==> config.mk <==
export PLATFORM = sky130hd
export DESIGN_NAME = cdb_arbiter_flat
export DESIGN_NICKNAME = d
export VERILOG_FILES = /design/src/hdl/ex_pkg.sv /design/src/hdl/fu_result_if.sv /design/src/hdl/cdb_arbiter.sv /design/src/flat_wrapper.sv
export SDC_FILE = /design/constraint.sdc
export NUM_CORES = 1
export LEC_CHECK = 0
export ABC_CLOCK_PERIOD_IN_PS = 3400
export BUFFER_PORTS_ARGS = -buffer_cell sky130_fd_sc_hd__buf_2
export CAP_MARGIN = 15
export CORE_MARGIN = 4
export CORE_UTILIZATION = 49
export CTS_BUF_LIST = sky130_fd_sc_hd__clkbuf_8
export CTS_CLUSTER_SIZE = 25
export DETAILED_ROUTE_END_ITERATION = 8
export HOLD_SLACK_MARGIN = 0.05
export PLACE_DENSITY_LB_ADDON = 0.2
export REMOVE_ABC_BUFFERS = 1
export SLEW_MARGIN = 20
export SYNTH_ARGS = -nofsm -noshare
export SYNTH_HDL_FRONTEND = slang
export SYNTH_SLANG_ARGS = --single-unit
==> constraint.sdc <==
create_clock -name clk -period 3.4 [get_ports clk]
set_input_delay 0.34 -clock clk [delete_from_list [all_inputs] [get_ports clk]]
set_output_delay 0.34 -clock clk [all_outputs]
set_load 0.02 [all_outputs]
==> src/hdl/ex_pkg.sv <==
// Shared types and codes for the execute stage; data path is fixed at 64 bits.
// ALU function codes above ALU_CMPLE are undefined and yield ALU_BAD_RESULT.
`default_nettype none

package ex_pkg;

	////////////////////////////////////////////////////////////
	// Widths and basic types
	////////////////////////////////////////////////////////////
	localparam int PRF_IDX_W = 6;
	localparam int ROB_IDX_W = 5;

	typedef logic [63:0] word_t;
	typedef logic [31:0] inst_t;
	typedef logic [PRF_IDX_W-1:0] prf_idx_t;
	typedef logic [ROB_IDX_W-1:0] rob_idx_t;

	// Destination tag that follows every operation to the CDB
	typedef struct packed {
		prf_idx_t pdest_idx;
		rob_idx_t rob_idx;
	} exec_tag_t;

	////////////////////////////////////////////////////////////
	// Function and operand-source codes
	////////////////////////////////////////////////////////////
	typedef enum logic [4:0] {
		ALU_ADDQ   = 5'd0,
		ALU_SUBQ   = 5'd1,
		ALU_AND    = 5'd2,
		ALU_BIC    = 5'd3,
		ALU_BIS    = 5'd4,
		ALU_ORNOT  = 5'd5,
		ALU_XOR    = 5'd6,
		ALU_EQV    = 5'd7,
		ALU_SRL    = 5'd8,
		ALU_SLL    = 5'd9,
		ALU_SRA    = 5'd10,
		ALU_MULQ   = 5'd11,
		ALU_CMPULT = 5'd12,
		ALU_CMPEQ  = 5'd13,
		ALU_CMPULE = 5'd14,
		ALU_CMPLT  = 5'd15,
		ALU_CMPLE  = 5'd16
	} alu_func_t;

	typedef enum logic [1:0] {
		OPA_REGA     = 2'd0,
		OPA_MEM_DISP = 2'd1,
		OPA_NPC      = 2'd2,
		OPA_NOT3     = 2'd3
	} opa_sel_t;

	typedef enum logic [1:0] {
		OPB_REGB    = 2'd0,
		OPB_ALU_IMM = 2'd1,
		OPB_BR_DISP = 2'd2
	} opb_sel_t;

	localparam logic [5:0] JSR_GRP = 6'h1a;
	localparam word_t ALU_BAD_RESULT = 64'hdeadbeefbaadbeef;

endpackage

`default_nettype wire

==> src/hdl/fu_result_if.sv <==
// Finished result of one functional unit; no acknowledge, valid qualifies the rest
`timescale 1ns/1ps
`default_nettype none

interface fu_result_if;
	import ex_pkg::*;

	logic valid;
	word_t value;
	exec_tag_t tag;

	// Functional unit side
	modport src (
		output valid,
		output value,
		output tag
	);

	// Bus register side
	modport dst (
		input valid,
		input value,
		input tag
	);

endinterface

`default_nettype wire

==> src/hdl/cdb_arbiter.sv <==
// Single CDB register; the multiplier always wins and a losing ALU result waits
// in a one-entry hold. No new ALU result may arrive while alu_free is low.
`timescale 1ns/1ps
`default_nettype none

module cdb_arbiter (
	input logic clk,
	input logic reset,
	fu_result_if.dst alu_res,
	fu_result_if.dst mult_res,
	input logic alu_branch_taken,
	output logic cdb_valid,
	output ex_pkg::prf_idx_t cdb_tag,
	output ex_pkg::word_t cdb_value,
	output ex_pkg::rob_idx_t cdb_rob_idx,
	output logic branch_taken,
	output logic alu_free
);
	import ex_pkg::*;

	logic hold_valid;
	word_t hold_value;
	exec_tag_t hold_tag;
	logic hold_branch;

	////////////////////////////////////////////////////////////
	// Control
	////////////////////////////////////////////////////////////
	always_ff @(posedge clk) begin
		if (reset) begin
			cdb_valid <= 1'b0;
			branch_taken <= 1'b0;
			hold_valid <= 1'b0;
		end else begin
			cdb_valid <= mult_res.valid || hold_valid || alu_res.valid;
			if (mult_res.valid)
				branch_taken <= 1'b0;
			else if (hold_valid)
				branch_taken <= hold_branch;
			else
				branch_taken <= alu_res.valid && alu_branch_taken;
			// Hold fills on a collision, stays while the multiplier keeps the bus
			hold_valid <= mult_res.valid && (hold_valid || alu_res.valid);
		end
	end

	////////////////////////////////////////////////////////////
	// Bus and hold payload
	////////////////////////////////////////////////////////////
	always_ff @(posedge clk) begin
		if (mult_res.valid) begin
			cdb_value <= mult_res.value;
			cdb_tag <= mult_res.tag.pdest_idx;
			cdb_rob_idx <= mult_res.tag.rob_idx;
		end else if (hold_valid) begin
			cdb_value <= hold_value;
			cdb_tag <= hold_tag.pdest_idx;
			cdb_rob_idx <= hold_tag.rob_idx;
		end else begin
			cdb_value <= alu_res.value;
			cdb_tag <= alu_res.tag.pdest_idx;
			cdb_rob_idx <= alu_res.tag.rob_idx;
		end
		if (mult_res.valid && alu_res.valid) begin
			hold_value <= alu_res.value;
			hold_tag <= alu_res.tag;
			hold_branch <= alu_branch_taken;
		end
	end

	assign alu_free = !hold_valid;

	// The issue side must respect alu_free
	a_no_alu_while_held: assert property (@(posedge clk) disable iff (reset)
		hold_valid |-> !alu_res.valid);

endmodule

`default_nettype wire

==> src/flat_wrapper.sv <==
// flat-port wrapper written by rule: the top's interface ports become plain ports
module cdb_arbiter_flat import ex_pkg::*;
  (clk, reset, alu_branch_taken, cdb_valid, cdb_tag, cdb_value, cdb_rob_idx, branch_taken, alu_free, alu_res_valid, alu_res_value, alu_res_tag, mult_res_valid, mult_res_value, mult_res_tag);
  fu_result_if alu_res_i ();
  fu_result_if mult_res_i ();
  input logic clk;
  input logic reset;
  input logic alu_branch_taken;
  output logic cdb_valid;
  output ex_pkg::prf_idx_t cdb_tag;
  output ex_pkg::word_t cdb_value;
  output ex_pkg::rob_idx_t cdb_rob_idx;
  output logic branch_taken;
  output logic alu_free;
  input wire logic [$bits(alu_res_i.valid)-1:0] alu_res_valid;
  input wire logic [$bits(alu_res_i.value)-1:0] alu_res_value;
  input wire logic [$bits(alu_res_i.tag)-1:0] alu_res_tag;
  input wire logic [$bits(mult_res_i.valid)-1:0] mult_res_valid;
  input wire logic [$bits(mult_res_i.value)-1:0] mult_res_value;
  input wire logic [$bits(mult_res_i.tag)-1:0] mult_res_tag;
  assign alu_res_i.valid = alu_res_valid;
  assign alu_res_i.value = alu_res_value;
  assign alu_res_i.tag = alu_res_tag;
  assign mult_res_i.valid = mult_res_valid;
  assign mult_res_i.value = mult_res_value;
  assign mult_res_i.tag = mult_res_tag;
  cdb_arbiter u_core (.clk(clk), .reset(reset), .alu_res(alu_res_i), .mult_res(mult_res_i), .alu_branch_taken(alu_branch_taken), .cdb_valid(cdb_valid), .cdb_tag(cdb_tag), .cdb_value(cdb_value), .cdb_rob_idx(cdb_rob_idx), .branch_taken(branch_taken), .alu_free(alu_free));
endmodule
==> flow_metrics.py <==
metrics = {
    "min_path": {
        "hold_path_class": "in2reg",
        "hold_path_startpoint": "alu_res_value[38]",
        "hold_depth": 1,
        "hold_end": "u_core.hold_value[38]",
    },
    "yosys": {
        "synth_top_flop_cell": "dfxtp_1",
        "yosysTopAreaCell": "edfxtp_1",
        "yosysWarnings": 0,
        "synth_edf_count": 76,
        "synth_seq_cells": 154,
        "yosysMostFrequentCell": "dfxtp_1",
        "yosysSeqAreaShare": 0.693,
        "synth_top_area_share": 0.412,
        "yosys-top-cells-count": "dfxtp_1 (78), edfxtp_1 (76), nand2_1 (76)",
        "netlist_instances": 414,
        "ys_types": 18,
        "synth-async-reset-ratio": 0,
        "synth_area_leaders": "edfxtp_1 (41%), dfxtp_1 (28%), mux2i_1 (14%)",
        "avgSynthCellArea_um2": 13.4,
        "syn-cell-area_um2": 5540,
    },
    "layout": {
        "layout.nets": 796,
        "area_growth_pct": 28.2,
        "drive_above_1_share": 0.408,
        "final_cell_area_um2": 7110,
        "n_antenna_cell": 0,
        "nFillCells": 886,
    },
    "routing": {
        "wl_met2_um": 5900,
        "routed-via-count": 3851,
        "maxUsedRoutingLayer": "met4",
        "firstDrtPassIters": 4,
        "wire_per_inst_um": 15.1,
        "drt-met1-wl_um": 4630,
        "drtAntennaViolNets": 0,
        "dr_wl_met3_um": 1120,
        "drtIter0Drc": 184,
        "viasPerCell": 4.85,
        "drc": 0,
        "postRouteWirelength_um": 12000,
    },
    "floorplanning": {
        "num_rows": 38,
        "die_h_um": 114,
        "io_pins": 233,
        "die_w_um": 114,
        "fp.coreArea_um2": 10900,
        "dieArea_um2": 13100,
        "start_util": 0.507,
    },
    "setup_path": {
        "r2r_cells": 3,
        "endpoint_kind": "output port",
        "critical_path.max_fanout": 49,
        "crit_required_ns": 3.06,
        "r2r_start": "u_core.hold_valid",
        "crit_type": "reg2out",
        "r2r_slack_ns": 1.65,
        "r2r-end": "u_core.cdb_value[29]",
        "critPathLaunchType": "flip-flop",
        "critPathArrivalTime_ns": 1.64,
    },
    "grt": {
        "grt_max_degree": 88,
        "antenna_found_initial": 0,
        "track_usage": 0.181,
        "grt_pass1_wl_um": 18300,
        "grt_overflow": 0,
        "grt_pass1_vias": 3789,
    },
    "clock_tree": {
        "htreeDepth": 4,
        "cts_sinks": 154,
        "clock_latency_ns": 0.42,
        "cts_resized": 0,
        "clk_path_buf_depth": 2,
        "ctsHoldBuffers": 0,
        "cts-root-buf": "clkbuf_8",
        "cts_setup_buffers": 0,
        "cts_tree": "yes",
        "clkSlewWorstSetupHoldPaths_ns": 0.08,
        "cts_buffers": 17,
    },
    "sta": {
        "slew_headroom": 0.347,
        "timing.fmax_mhz": 504,
        "hold_viol_final": 0,
        "min_period_ns": 1.98,
        "slew_viol_final": 0,
        "fin_crit_sh": 0.584,
        "setup_viol": 0,
        "rsz0062_at_grt": "false",
        "worst_slew_pin_slew_ns": 0.980,
        "finClkSkew_ns": 0.00976,
    },
    "pwr": {
        "p_total_uw": 4000,
        "power_density_nw_per_um2": 563,
        "power.leakage_uw": 0.00305,
        "irDropWorstVdd_uv": 355,
    },
    "place": {
        "port_buffers": 232,
        "place_area_um2": 6690,
        "hpwl_um": 8680,
        "place_congestion": 0.768,
    },
    "run_status": {
        "outcome": "finished, final reports clean",
    },
    "job": {
        "maxCapViolations": 0,
    },
}
## cells by family after synthesis
kind of cell / count (synthesis) / share of synthesized area
mux: 75 / 0.135
flops: 154 / 0.693
simple gates: 82 / 0.0598
buf+inv: 27 / 0.0413
compound gates: 76 / 0.0700
## sequential cells by signal (all words and copies together) (netlist names)
| signal | cells |
|---|---|
| u_core.cdb_value | 64 |
| u_core.cdb_tag | 6 |
| u_core.hold_branch | 1 |
| u_core.hold_tag | 11 |
| u_core.hold_valid | 1 |
| u_core.cdb_valid | 1 |
| u_core.branch_taken | 1 |
| u_core.cdb_rob_idx | 5 |
| u_core.hold_value | 64 |
## routing by layer
layer / GRT usage / up-vias
li1: - / 1920
met1: 0.213 / 1741
met5: 0 / -
met3: 0.0592 / 24
met4: 0.0855 / 0
met2: 0.299 / 166
## power by group
group,switching [uW],internal [uW]
clock network,613,791
registers,48.5,2100
logic,263,185
total,925,3070
## placed cells by master, fill, tap and decap left out, types with 2 or more instances in the layout
cell / synthesis / final
o21ai_0: 75 / 75
bufinv_16: 0 / 3
buf_2: 7 / 231
mux2i_1: 75 / 75
clkinv_2: 0 / 5
buf_4: 0 / 2
edfxtp_1: 76 / 76
nand2_1: 76 / 76
inv_1: 1 / 4
dfxtp_1: 78 / 77
clkbuf_8: 2 / 21
nor2_1: 2 / 2
## how the worst max path moves through the flow
stage	from	endpoint	slack, ns	cells past startpoint
global placement	mult_res_valid	u_core.hold_tag[5]	1.25	2
CTS	u_core.hold_valid	alu_free	1.38	2
finish	u_core.hold_valid	alu_free	1.42	2
floorplan	u_core.hold_valid	alu_free	-0.19	1
global route	u_core.hold_valid	alu_free	1.32	2
detailed placement	mult_res_valid	u_core.hold_value[5]	1.24	2
## stage by stage
| stage | hold WS, ns | utilization | setup WS, ns | std cells | TNS (ns) |
|---|---|---|---|---|---|
| floorplan | 0.405 | - | -0.187 | 388 | -0.193 |
| global placement | 0.505 | 0.612 | 1.25 | 762 | 0 |
| detailed placement | 0.517 | 0.612 | 1.24 | 762 | 0 |
| CTS | 0.0654 | 0.650 | 1.38 | 794 | 0 |
| global route | 0.0662 | 0.650 | 1.32 | 794 | 0 |
| finish | 0.103 | 0.650 | 1.42 | 794 | 0 |
## worst max-delay path, cell delays in order, from the launching register on
cell and delay, ns:
dfxtp_4 0.88, inv_1 0.09, buf_2 0.19
## area by class of cell
| class | instances | area (um2) | area share |
|---|---|---|---|
| Timing Repair Buffer | 234 | 1190 | 0.168 |
| Clock buffer | 21 | 289 | 0.0407 |
| Inverter | 1 | 3.75 | 0.000528 |
| Multi-Input combinational cell | 233 | 1470 | 0.207 |
| Clock inverter | 11 | 126 | 0.0178 |
| Tap cell | 140 | 175 | 0.0247 |
| Sequential cell | 154 | 3850 | 0.541 |
(Power assumes the default switching activity.)
