File: src/hdl/ex_pkg.sv
// Shared types and codes for the execute stage; data path is fixed at 64 bits.
// ALU function codes above ALU_CMPLE are undefined and yield ALU_BAD_RESULT.
`default_nettype none

package ex_pkg;

	////////////////////////////////////////////////////////////
	// Widths and basic types
	////////////////////////////////////////////////////////////
	localparam int PRF_IDX_W = 6;
	localparam int ROB_IDX_W = 5;

	typedef logic [63:0] word_t;
	typedef logic [31:0] inst_t;
	typedef logic [PRF_IDX_W-1:0] prf_idx_t;
	typedef logic [ROB_IDX_W-1:0] rob_idx_t;

	// Destination tag that follows every operation to the CDB
	typedef struct packed {
		prf_idx_t pdest_idx;
		rob_idx_t rob_idx;
	} exec_tag_t;

	////////////////////////////////////////////////////////////
	// Function and operand-source codes
	////////////////////////////////////////////////////////////
	typedef enum logic [4:0] {
		ALU_ADDQ   = 5'd0,
		ALU_SUBQ   = 5'd1,
		ALU_AND    = 5'd2,
		ALU_BIC    = 5'd3,
		ALU_BIS    = 5'd4,
		ALU_ORNOT  = 5'd5,
		ALU_XOR    = 5'd6,
		ALU_EQV    = 5'd7,
		ALU_SRL    = 5'd8,
		ALU_SLL    = 5'd9,
		ALU_SRA    = 5'd10,
		ALU_MULQ   = 5'd11,
		ALU_CMPULT = 5'd12,
		ALU_CMPEQ  = 5'd13,
		ALU_CMPULE = 5'd14,
		ALU_CMPLT  = 5'd15,
		ALU_CMPLE  = 5'd16
	} alu_func_t;

	typedef enum logic [1:0] {
		OPA_REGA     = 2'd0,
		OPA_MEM_DISP = 2'd1,
		OPA_NPC      = 2'd2,
		OPA_NOT3     = 2'd3
	} opa_sel_t;

	typedef enum logic [1:0] {
		OPB_REGB    = 2'd0,
		OPB_ALU_IMM = 2'd1,
		OPB_BR_DISP = 2'd2
	} opb_sel_t;

	localparam logic [5:0] JSR_GRP = 6'h1a;
	localparam word_t ALU_BAD_RESULT = 64'hdeadbeefbaadbeef;

endpackage

`default_nettype wire

File: src/hdl/operand_select.sv
// Operand decode for the execute stage, purely combinational.
// MULQ goes to the multiplier, every other function to the ALU.
`timescale 1ns/1ps
`default_nettype none

module operand_select (
	input logic issue_valid,
	input ex_pkg::alu_func_t alu_func,
	input ex_pkg::inst_t inst,
	input ex_pkg::word_t npc,
	input ex_pkg::word_t rega_value,
	input ex_pkg::word_t regb_value,
	output ex_pkg::word_t opa,
	output ex_pkg::word_t opb,
	output logic alu_valid,
	output logic mult_start
);
	import ex_pkg::*;

	word_t mem_disp;
	word_t br_disp;
	word_t alu_imm;
	opa_sel_t opa_sel;
	opb_sel_t opb_sel;
	logic is_mulq;

	////////////////////////////////////////////////////////////
	// Immediates
	////////////////////////////////////////////////////////////
	assign mem_disp = {{48{inst[15]}}, inst[15:0]};
	// Branch displacement counts words
	assign br_disp = {{41{inst[20]}}, inst[20:0], 2'b00};
	assign alu_imm = {56'b0, inst[20:13]};

	////////////////////////////////////////////////////////////
	// Source decode from the opcode group
	////////////////////////////////////////////////////////////
	always_comb begin
		opa_sel = OPA_REGA;
		opb_sel = OPB_REGB;
		case (inst[31:29])
			3'b010: begin
				// Operate format, bit 12 picks the literal
				opb_sel = inst[12] ? OPB_ALU_IMM : OPB_REGB;
			end
			3'b011: begin
				if (inst[31:26] == JSR_GRP)
					opa_sel = OPA_NOT3;
			end
			3'b001, 3'b100, 3'b101: begin
				opa_sel = OPA_MEM_DISP;
			end
			3'b110, 3'b111: begin
				opa_sel = OPA_NPC;
				opb_sel = OPB_BR_DISP;
			end
			default: begin
				opa_sel = OPA_REGA;
			end
		endcase
	end

	always_comb begin
		case (opa_sel)
			OPA_MEM_DISP: opa = mem_disp;
			OPA_NPC: opa = npc;
			OPA_NOT3: opa = ~64'h3;
			default: opa = rega_value;
		endcase
		case (opb_sel)
			OPB_ALU_IMM: opb = alu_imm;
			OPB_BR_DISP: opb = br_disp;
			default: opb = regb_value;
		endcase
	end

	// Steer the issue to exactly one unit
	assign is_mulq = (alu_func == ALU_MULQ);
	assign mult_start = issue_valid && is_mulq;
	assign alu_valid = issue_valid && !is_mulq;

endmodule

`default_nettype wire

File: config.mk
export PLATFORM = sky130hd
export DESIGN_NAME = operand_select
export DESIGN_NICKNAME = d
export VERILOG_FILES = /design/src/hdl/ex_pkg.sv /design/src/hdl/operand_select.sv
export SDC_FILE = /design/constraint.sdc
export NUM_CORES = 1
export LEC_CHECK = 0
export BUFFER_PORTS_ARGS = -buffer_cell sky130_fd_sc_hd__buf_4
export CORE_AREA = 2 2 141 143
export DETAILED_ROUTE_END_ITERATION = 7
export DIE_AREA = 0 0 143 145
export GPL_TIMING_DRIVEN = 0
export PLACE_DENSITY = 0.37
export SETUP_SLACK_MARGIN = 0.3
export SLEW_MARGIN = 40
export SYNTH_ARGS = -nofsm -noshare
export SYNTH_HDL_FRONTEND = slang
export SYNTH_SLANG_ARGS = --single-unit
File: constraint.sdc
create_clock -name vclk -period 6.6
set_clock_uncertainty 0.05 [all_clocks]
set_input_delay 1.98 -clock vclk [all_inputs]
set_output_delay 1.98 -clock vclk [all_outputs]
set_load 0.01 [all_outputs]
==> results of run 1 <==
-- what timing repair did --
| action | in CTS | in global routing |
|---|---|---|
| pin swaps | 0 | 0 |
| hold buffers | 0 | 0 |
| endpoints found under the setup margin | 63 | 57 |
| resized for setup | 5 | 10 |
-- critical path, stage by stage --
cell,delay (ns)
buf_4,0.12
nand2_1,0.07
inv_1,0.08
buf_6,0.19
clkbuf_4,0.24
ha_1,0.26
clkbuf_2,0.23
nand3b_1,0.35
buf_2,0.25
nand2_1,0.09
buf_4,0.14
-- worst paths after layout --
path | startpoint | to | slack, ns | cells after the start
setup / recovery | inst[30] | opb[45] | 0.55 | 11
hold / removal | regb_value[30] | opb[30] | 4.19 | 4
-- kinds of logic (layout without fill, tap and decap cells) --
kind of cell / after synthesis / count (layout) / synth area share
AND/OR/NAND/NOR: 156 / 156 / 0.282
multiplexers: 15 / 15 / 0.0682
adder cells (fa/ha/maj): 2 / 2 / 0.0114
buffers and inverters: 39 / 394 / 0.105
AO/OA/AOI/OAI: 94 / 94 / 0.534
-- layout by cell type, fill, tap and decap left out, types with 6 or more instances in the layout --
cell type	instances
buf_4	359
nand2_1	143
a2bb2oi_2	60
a22o_1	15
mux2i_1	15
buf_2	10
buf_6	9
o21ai_0	7
inv_1	6
nor2b_1	6
a22oi_1	6
-- routing by layer --
layer / share of wire / up-vias / GRT usage
met4: 0.0094 / 0 / 0.0119
met3: 0.087 / 8 / 0.0337
met5: 0 / - / 0
li1: - / 1794 / -
met1: 0.37 / 1613 / 0.163
met2: 0.53 / 215 / 0.290
-- area by class of cell --
| cell class | count | area share |
|---|---|---|
| Buffer | 33 | 0.0436 |
| Inverter | 6 | 0.00432 |
| Multi-Input combinational cell | 267 | 0.378 |
| Tap cell | 265 | 0.0635 |
| Timing Repair Buffer | 355 | 0.511 |
-- through the flow --
| step | util | setup WS (ns) | cell area, um2 |
|---|---|---|---|
| after global placement | 0.271 | -0.0632 | 5200 |
| after CTS | 0.271 | 0.316 | 5210 |
| after detailed placement | 0.271 | -0.0785 | 5200 |
| after global routing | 0.272 | 0.331 | 5220 |
| after floorplan | - | 0.986 | 2200 |
| final | 0.272 | 0.546 | 5220 |
-- where the power goes --
group	leakage, nW	internal (mW)	total [mW]	switching [mW]
Clock	0	0	0	0
Combinational	2.76	0.263	0.463	0.200
Sequential	0	0	0	0
==> qor.txt, run 1 <==
Area contributors post-synth = a2bb2oi_2 41%, nand2_1 24%, mux2i_1 6.8%
Final setup viols = 0
setup TNS = 0 ns
RSZ-0062 raised after global routing = no
total track usage = 0.147
Pre-antenna DRT Iters = 4
DP Cell Count = 926
wire length per cell = 17.9 um
Crit Path Category = primary input to primary output
register area = 0 um2
Tcrit/Tclk final = 0.917
gp weighted congestion = 0.844
run status = finished clean
PortBufs = 355
P&R area growth vs syn = 137%
syn avg cell area = 7.20 um2
Synth top cells by count = 143 x nand2_1, 60 x a2bb2oi_2, 15 x a22o_1, 15 x mux2i_1
Final Non-Filler Cells = 926
Seq Cell Count = 0
Worst EP required = 4.57 ns
Yosys top cell by area = a2bb2oi_2
Die Width = 143 um
Critical Path AT = 4.02 ns
top-area cell type share of the netlist area = 0.409
detailed placement HPWL = 14500 um
Power Density = 88.8 mW/mm2
Worst setup EP type = primary output
Min Hold Slack = 4.19 ns
vias per cell = 3.92
# diodes = 0
Syn Nets = 538
count leader, synth = nand2_1
max frequency = 165 MHz
die height = 145 um
ratio of cells with drive above 1 in the final layout = 0.675
core region area = 0.0192 mm2
Tightest Hold Check Type = primary input to primary output
Final nets = 895
Multi-input gate area = 0.00197 mm2
final hold vios = 0
initial DRC count = 55
via count = 3630
Row Count = 51
Seq/Total Area, Yosys = 0
synth warn = 0
leak pwr = 2.76 nW
initial antenna violation count = 0
Peak VDD IR = 0.0258 mV
DR DRC count = 0
final wirelength = 16600 um
Final ANT Viol Nets = 0
post-synth cell types = 24
global-route wire length before repair = 23600 um
Fillers = 2163
Slew headroom = 0.503
largest net degree at the start of global routing = 11
synthesized instance count = 306
GRT overflow = 0
Pwr Total = 0.463 mW
Max-Cap Viols = 0
Syn Std Cell Area = 0.00220 mm2
Slew Limit Fails = 0
Worst Max-Slew Pin Slew = 0.743 ns
Starting Density = 0.115
CLK BUF = 0
critical path peak fanout = 10
vias in the first global route = 3983
I/O Pins = 360
setup repair bufs after CTS = 0
CP Launch Type = primary input
full die area = 0.0207 mm2
crit path time final = 6.05 ns
No activity file was read; power rests on OpenSTA's default activity.
==> run 2: changes to the inputs <==
--- a/config.mk
+++ b/config.mk
@@ -14,3 +14,3 @@
 export SETUP_SLACK_MARGIN = 0.3
-export SLEW_MARGIN = 40
+export SLEW_MARGIN = 10
 export SYNTH_ARGS = -nofsm -noshare
--- a/constraint.sdc
+++ b/constraint.sdc
@@ -4,2 +4,2 @@
 set_output_delay 1.98 -clock vclk [all_outputs]
-set_load 0.01 [all_outputs]
+set_load 0.02 [all_outputs]
==> run 2 against run 1 <==
  * Design area unchanged
  * Count of clock-buffer cells in the layout stayed put
  * Power is 13% higher
  * Non-clock buffer count is the same
  * Fmax increased by 0.11%
  * Global-route usage is the same
  * Critical path type unchanged
  * Critical endpoint unchanged
  * Largest cell class unchanged
  * Highest routed layer unchanged
==> qor.txt, run 2 (synthesis results as in run 1) <==
run status = finished clean
vias in the first global route = 3983
crit path time final = 6.05 ns
Fillers = 2163
Row Count = 51
ratio of cells with drive above 1 in the final layout = 0.675
Final setup viols = 0
Pwr Total = 0.524 mW
Crit Path Category = primary input to primary output
Max-Cap Viols = 0
Worst path max stage delay = 0.35 ns
register area = 0 um2
final wirelength = 16600 um
Power Density = 100 mW/mm2
wire length per cell = 17.9 um
Final nets = 895
initial DRC count = 55
critical path peak fanout = 10
via count = 3629
post-route cell area = 0.00522 mm2
P&R area growth vs syn = 137%
setup repair bufs after CTS = 0
core region area = 0.0192 mm2
gp weighted congestion = 0.844
DP Area = 0.00520 mm2
leak pwr = 2.76 nW
vias per cell = 3.92
Final ANT Viol Nets = 0
initial antenna violation count = 0
Slew Limit Fails = 0
Critical Path AT = 4.02 ns
PortBufs = 355
Starting Density = 0.115
Slowest-stage cell, CP = nand3b_1
largest net degree at the start of global routing = 11
global-route wire length before repair = 23600 um
max frequency = 165 MHz
Final Non-Filler Cells = 926
full die area = 0.0207 mm2
CP Launch Type = primary input
Worst EP required = 4.57 ns
most frequent cells in the layout = 360 x buf_4, 143 x nand2_1, 60 x a2bb2oi_2
Seq Cell Count = 0
die height = 145 um
Tightest Hold Check Type = primary input to primary output
setup TNS = 0 ns
Min Hold Slack = 4.21 ns
final worst setup slack = 0.552 ns
total track usage = 0.147
Die Width = 143 um
# diodes = 0
Multi-input gate area = 0.00197 mm2
Peak VDD IR = 0.0324 mV
CLK BUF = 0
Worst Max-Slew Pin Slew = 0.743 ns
DR DRC count = 0
RSZ-0062 raised after global routing = no
cell chain of the critical path = buf_4, nand2_1, inv_1, buf_6, buf_4, ha_1, clkbuf_2, nand3b_1, clkbuf_2, nand2_1, buf_4
I/O Pins = 360
Slew headroom = 0.503
final hold vios = 0
commonest non-fill, non-tap cell in the layout = buf_4
detailed placement HPWL = 14500 um
Tcrit/Tclk final = 0.916
utilization after layout = 0.272
Worst setup EP type = primary output
DP Cell Count = 926
GRT overflow = 0
Pre-antenna DRT Iters = 4
dpl ws = -0.0989 ns
most used cell along the critical path = buf_4
## run 2: worst paths after layout
path,start,to,slack (ns),cells past startpoint
hold / removal,regb_value[30],opb[30],4.21,4
setup / recovery,inst[30],opb[45],0.55,11
## run 2: report_power, final
group          internal, mW  leakage [nW]  switching, mW
combinational         0.265          2.76          0.259
sequential                0             0              0
clock                     0             0              0
## run 2: worst max-delay path: cells and delay by family
kind	cells	cell delay (ns)
adder cells (fa/ha/maj)	1	0.26
buffers and inverters	7	1.24
AND/OR/NAND/NOR	3	0.52
## run 2: routing by layer
| layer | part of all wire | track usage | vias up | wire, um |
|---|---|---|---|---|
| met2 | 0.53 | 0.290 | 215 | 8790 |
| met4 | 0.0094 | 0.0119 | 0 | 155 |
| met3 | 0.087 | 0.0337 | 8 | 1450 |
| li1 | - | - | 1795 | - |
| met5 | 0 | 0 | - | 0 |
| met1 | 0.37 | 0.163 | 1611 | 6170 |
## run 2: what timing repair did
action,in CTS,in global routing
gates resized for setup,6,8
pin swaps,0,0
hold buffers,0,0
hold endpoints to repair,0,0
setup endpoints to repair,63,34
## run 2: layout make-up
cell class,instances,share of cell area
multi-input cells,267,0.378
repair buffers,355,0.511
inverters,6,0.00432
plain buffers,33,0.0436
well taps,265,0.0635
==> run 3: changes to the inputs <==
--- a/config.mk
+++ b/config.mk
@@ -7,2 +7,3 @@
 export LEC_CHECK = 0
+export ABC_CLOCK_PERIOD_IN_PS = 6640
 export BUFFER_PORTS_ARGS = -buffer_cell sky130_fd_sc_hd__buf_4
==> constraint.sdc (replaced) <==
create_clock -name vclk -period 6.64
set_clock_uncertainty 0.05 [all_clocks]
set_input_delay 1.992 -clock vclk [all_inputs]
set_output_delay 1.992 -clock vclk [all_outputs]
set_load 0.1 [all_outputs]
==> run 3 against run 2 <==
  * Die area did not move
  * Via count grew 3.0%
  * Count of clock-buffer cells in the layout stayed put
  * Critical path depth stayed put
  * Global-route usage shrank 1.1 points
  * Design area increased by 3.2%
  * Non-clock buffer count is 1 higher
  * Worst hold slack improved by 0.12 ns
  * Combinational power increased by 91%
  * Sequential share of layout area did not move
  * First-iteration DRC count did not move
  * Utilization is 0.86 points higher
==> qor.txt, run 3 (synthesis results as in run 1) <==
Tcrit/Tclk final = 0.930
leak pwr = 2.81 nW
CP Launch Type = primary input
full die area = 0.0207 mm2
most used cell along the critical path = buf_4
detailed placement HPWL = 13500 um
Critical Path AT = 4.13 ns
Pwr Total = 1.00 mW
Slowest-stage cell, CP = ha_1
Tightest Hold Check Type = primary input to primary output
Fillers = 2154
Slew Limit Fails = 0
Final nets = 896
via count = 3739
Max-Cap Viols = 0
CP startpoint = inst[30]
die height = 145 um
I/O Pins = 360
Seq Cell Count = 0
Pre-antenna DRT Iters = 4
Peak VDD IR = 0.0852 mV
register area = 0 um2
critical path peak fanout = 10
commonest non-fill, non-tap cell in the layout = buf_4
GRT overflow = 0
Slew headroom = 0.350
Starting Density = 0.115
initial antenna violation count = 1
Worst path max stage delay = 0.32 ns
Worst Max-Slew Pin Slew = 0.973 ns
wire length per cell = 17.0 um
Min Hold Slack = 4.33 ns
initial DRC count = 55
run status = finished clean
final wirelength = 15800 um
total track usage = 0.136
Crit Path Category = primary input to primary output
PortBufs = 355
vias in the first global route = 3887
P&R area growth vs syn = 144%
Worst setup EP type = primary output
final hold vios = 0
RSZ-0062 raised after global routing = yes
DR DRC count = 0
utilization after layout = 0.280
global-route wire length before repair = 22100 um
Die Width = 143 um
Worst EP required = 4.60 ns
Power Density = 186 mW/mm2
most frequent cells in the layout = 323 x buf_4, 143 x nand2_1, 60 x a2bb2oi_2
CLK BUF = 0
core region area = 0.0192 mm2
cell chain of the critical path = buf_4, nand2_1, inv_1, buf_4, buf_4, ha_1, clkbuf_2, nand3b_1, buf_2, nand2_1, buf_4
Final setup viols = 0
gp weighted congestion = 0.795
vias per cell = 4.03
Worst Setup EP = opb[39]
crit path time final = 6.17 ns
largest net degree at the start of global routing = 11
Row Count = 51
Final ANT Viol Nets = 0
max frequency = 162 MHz
ratio of cells with drive above 1 in the final layout = 0.680
[run 3: changes by cell type in the layout (fill, tap and decap cells not counted), sizes merged]
cell	before	now
diode	0	1
buf	378	379
[run 3: metrics by stage]
step	cells	TNS [ns]	cell area, um2	setup WS [ns]
final	928	0	5380	0.466
after global routing	927	0	5380	0.281
after CTS	927	0	5230	0.326
after detailed placement	926	-2.60	5200	-0.266
after global placement	926	-2.25	5200	-0.245
after floorplan	306	0	2210	0.0745
[run 3: repair_timing]
item                       CTS  global route
hold buffers                 0             0
buffers inserted             1             0
gates resized for setup      8            47
setup endpoints to repair   63            57
[run 3: worst max-delay path: cells and delay by family]
| family | cells | cell delay, ns |
|---|---|---|
| buf+inv | 7 | 1.33 |
| simple gates | 3 | 0.47 |
| fa+ha+maj | 1 | 0.32 |
[run 3: power by group]
group	switching (mW)	internal [mW]
registers	0	0
clock network	0	0.0000000202
logic	0.722	0.280
total	0.722	0.280
[run 3: worst min path at each step]
| stage | start | end | slack [ns] | cells past startpoint |
|---|---|---|---|---|
| global placement | regb_value[38] | opb[38] | 4.36 | 4 |
| floorplan | rega_value[10] | opa[10] | 4.25 | 1 |
| CTS | regb_value[49] | opb[49] | 4.36 | 4 |
| finish | regb_value[30] | opb[30] | 4.33 | 4 |
| detailed placement | rega_value[0] | opa[0] | 4.36 | 4 |
| global route | regb_value[26] | opb[26] | 4.34 | 4 |
[run 3: layout make-up]
type                            instances  area (um2)  area share
Timing Repair Buffer                  356        2820       0.524
Multi-Input combinational cell        267        1980       0.368
Tap cell                              265         332      0.0616
Buffer                                 33         225      0.0418
Inverter                                6        22.5     0.00418
Antenna cell                            1        2.50    0.000465
[run 3: metal layers]
layer | global-route usage | up-vias | part of all wire
met1 | 0.145 | 1709 | 0.35
met5 | 0 | - | 0
li1 | - | 1797 | -
met3 | 0.0353 | 5 | 0.11
met2 | 0.273 | 228 | 0.53
met4 | 0.0104 | 0 | 0.0072
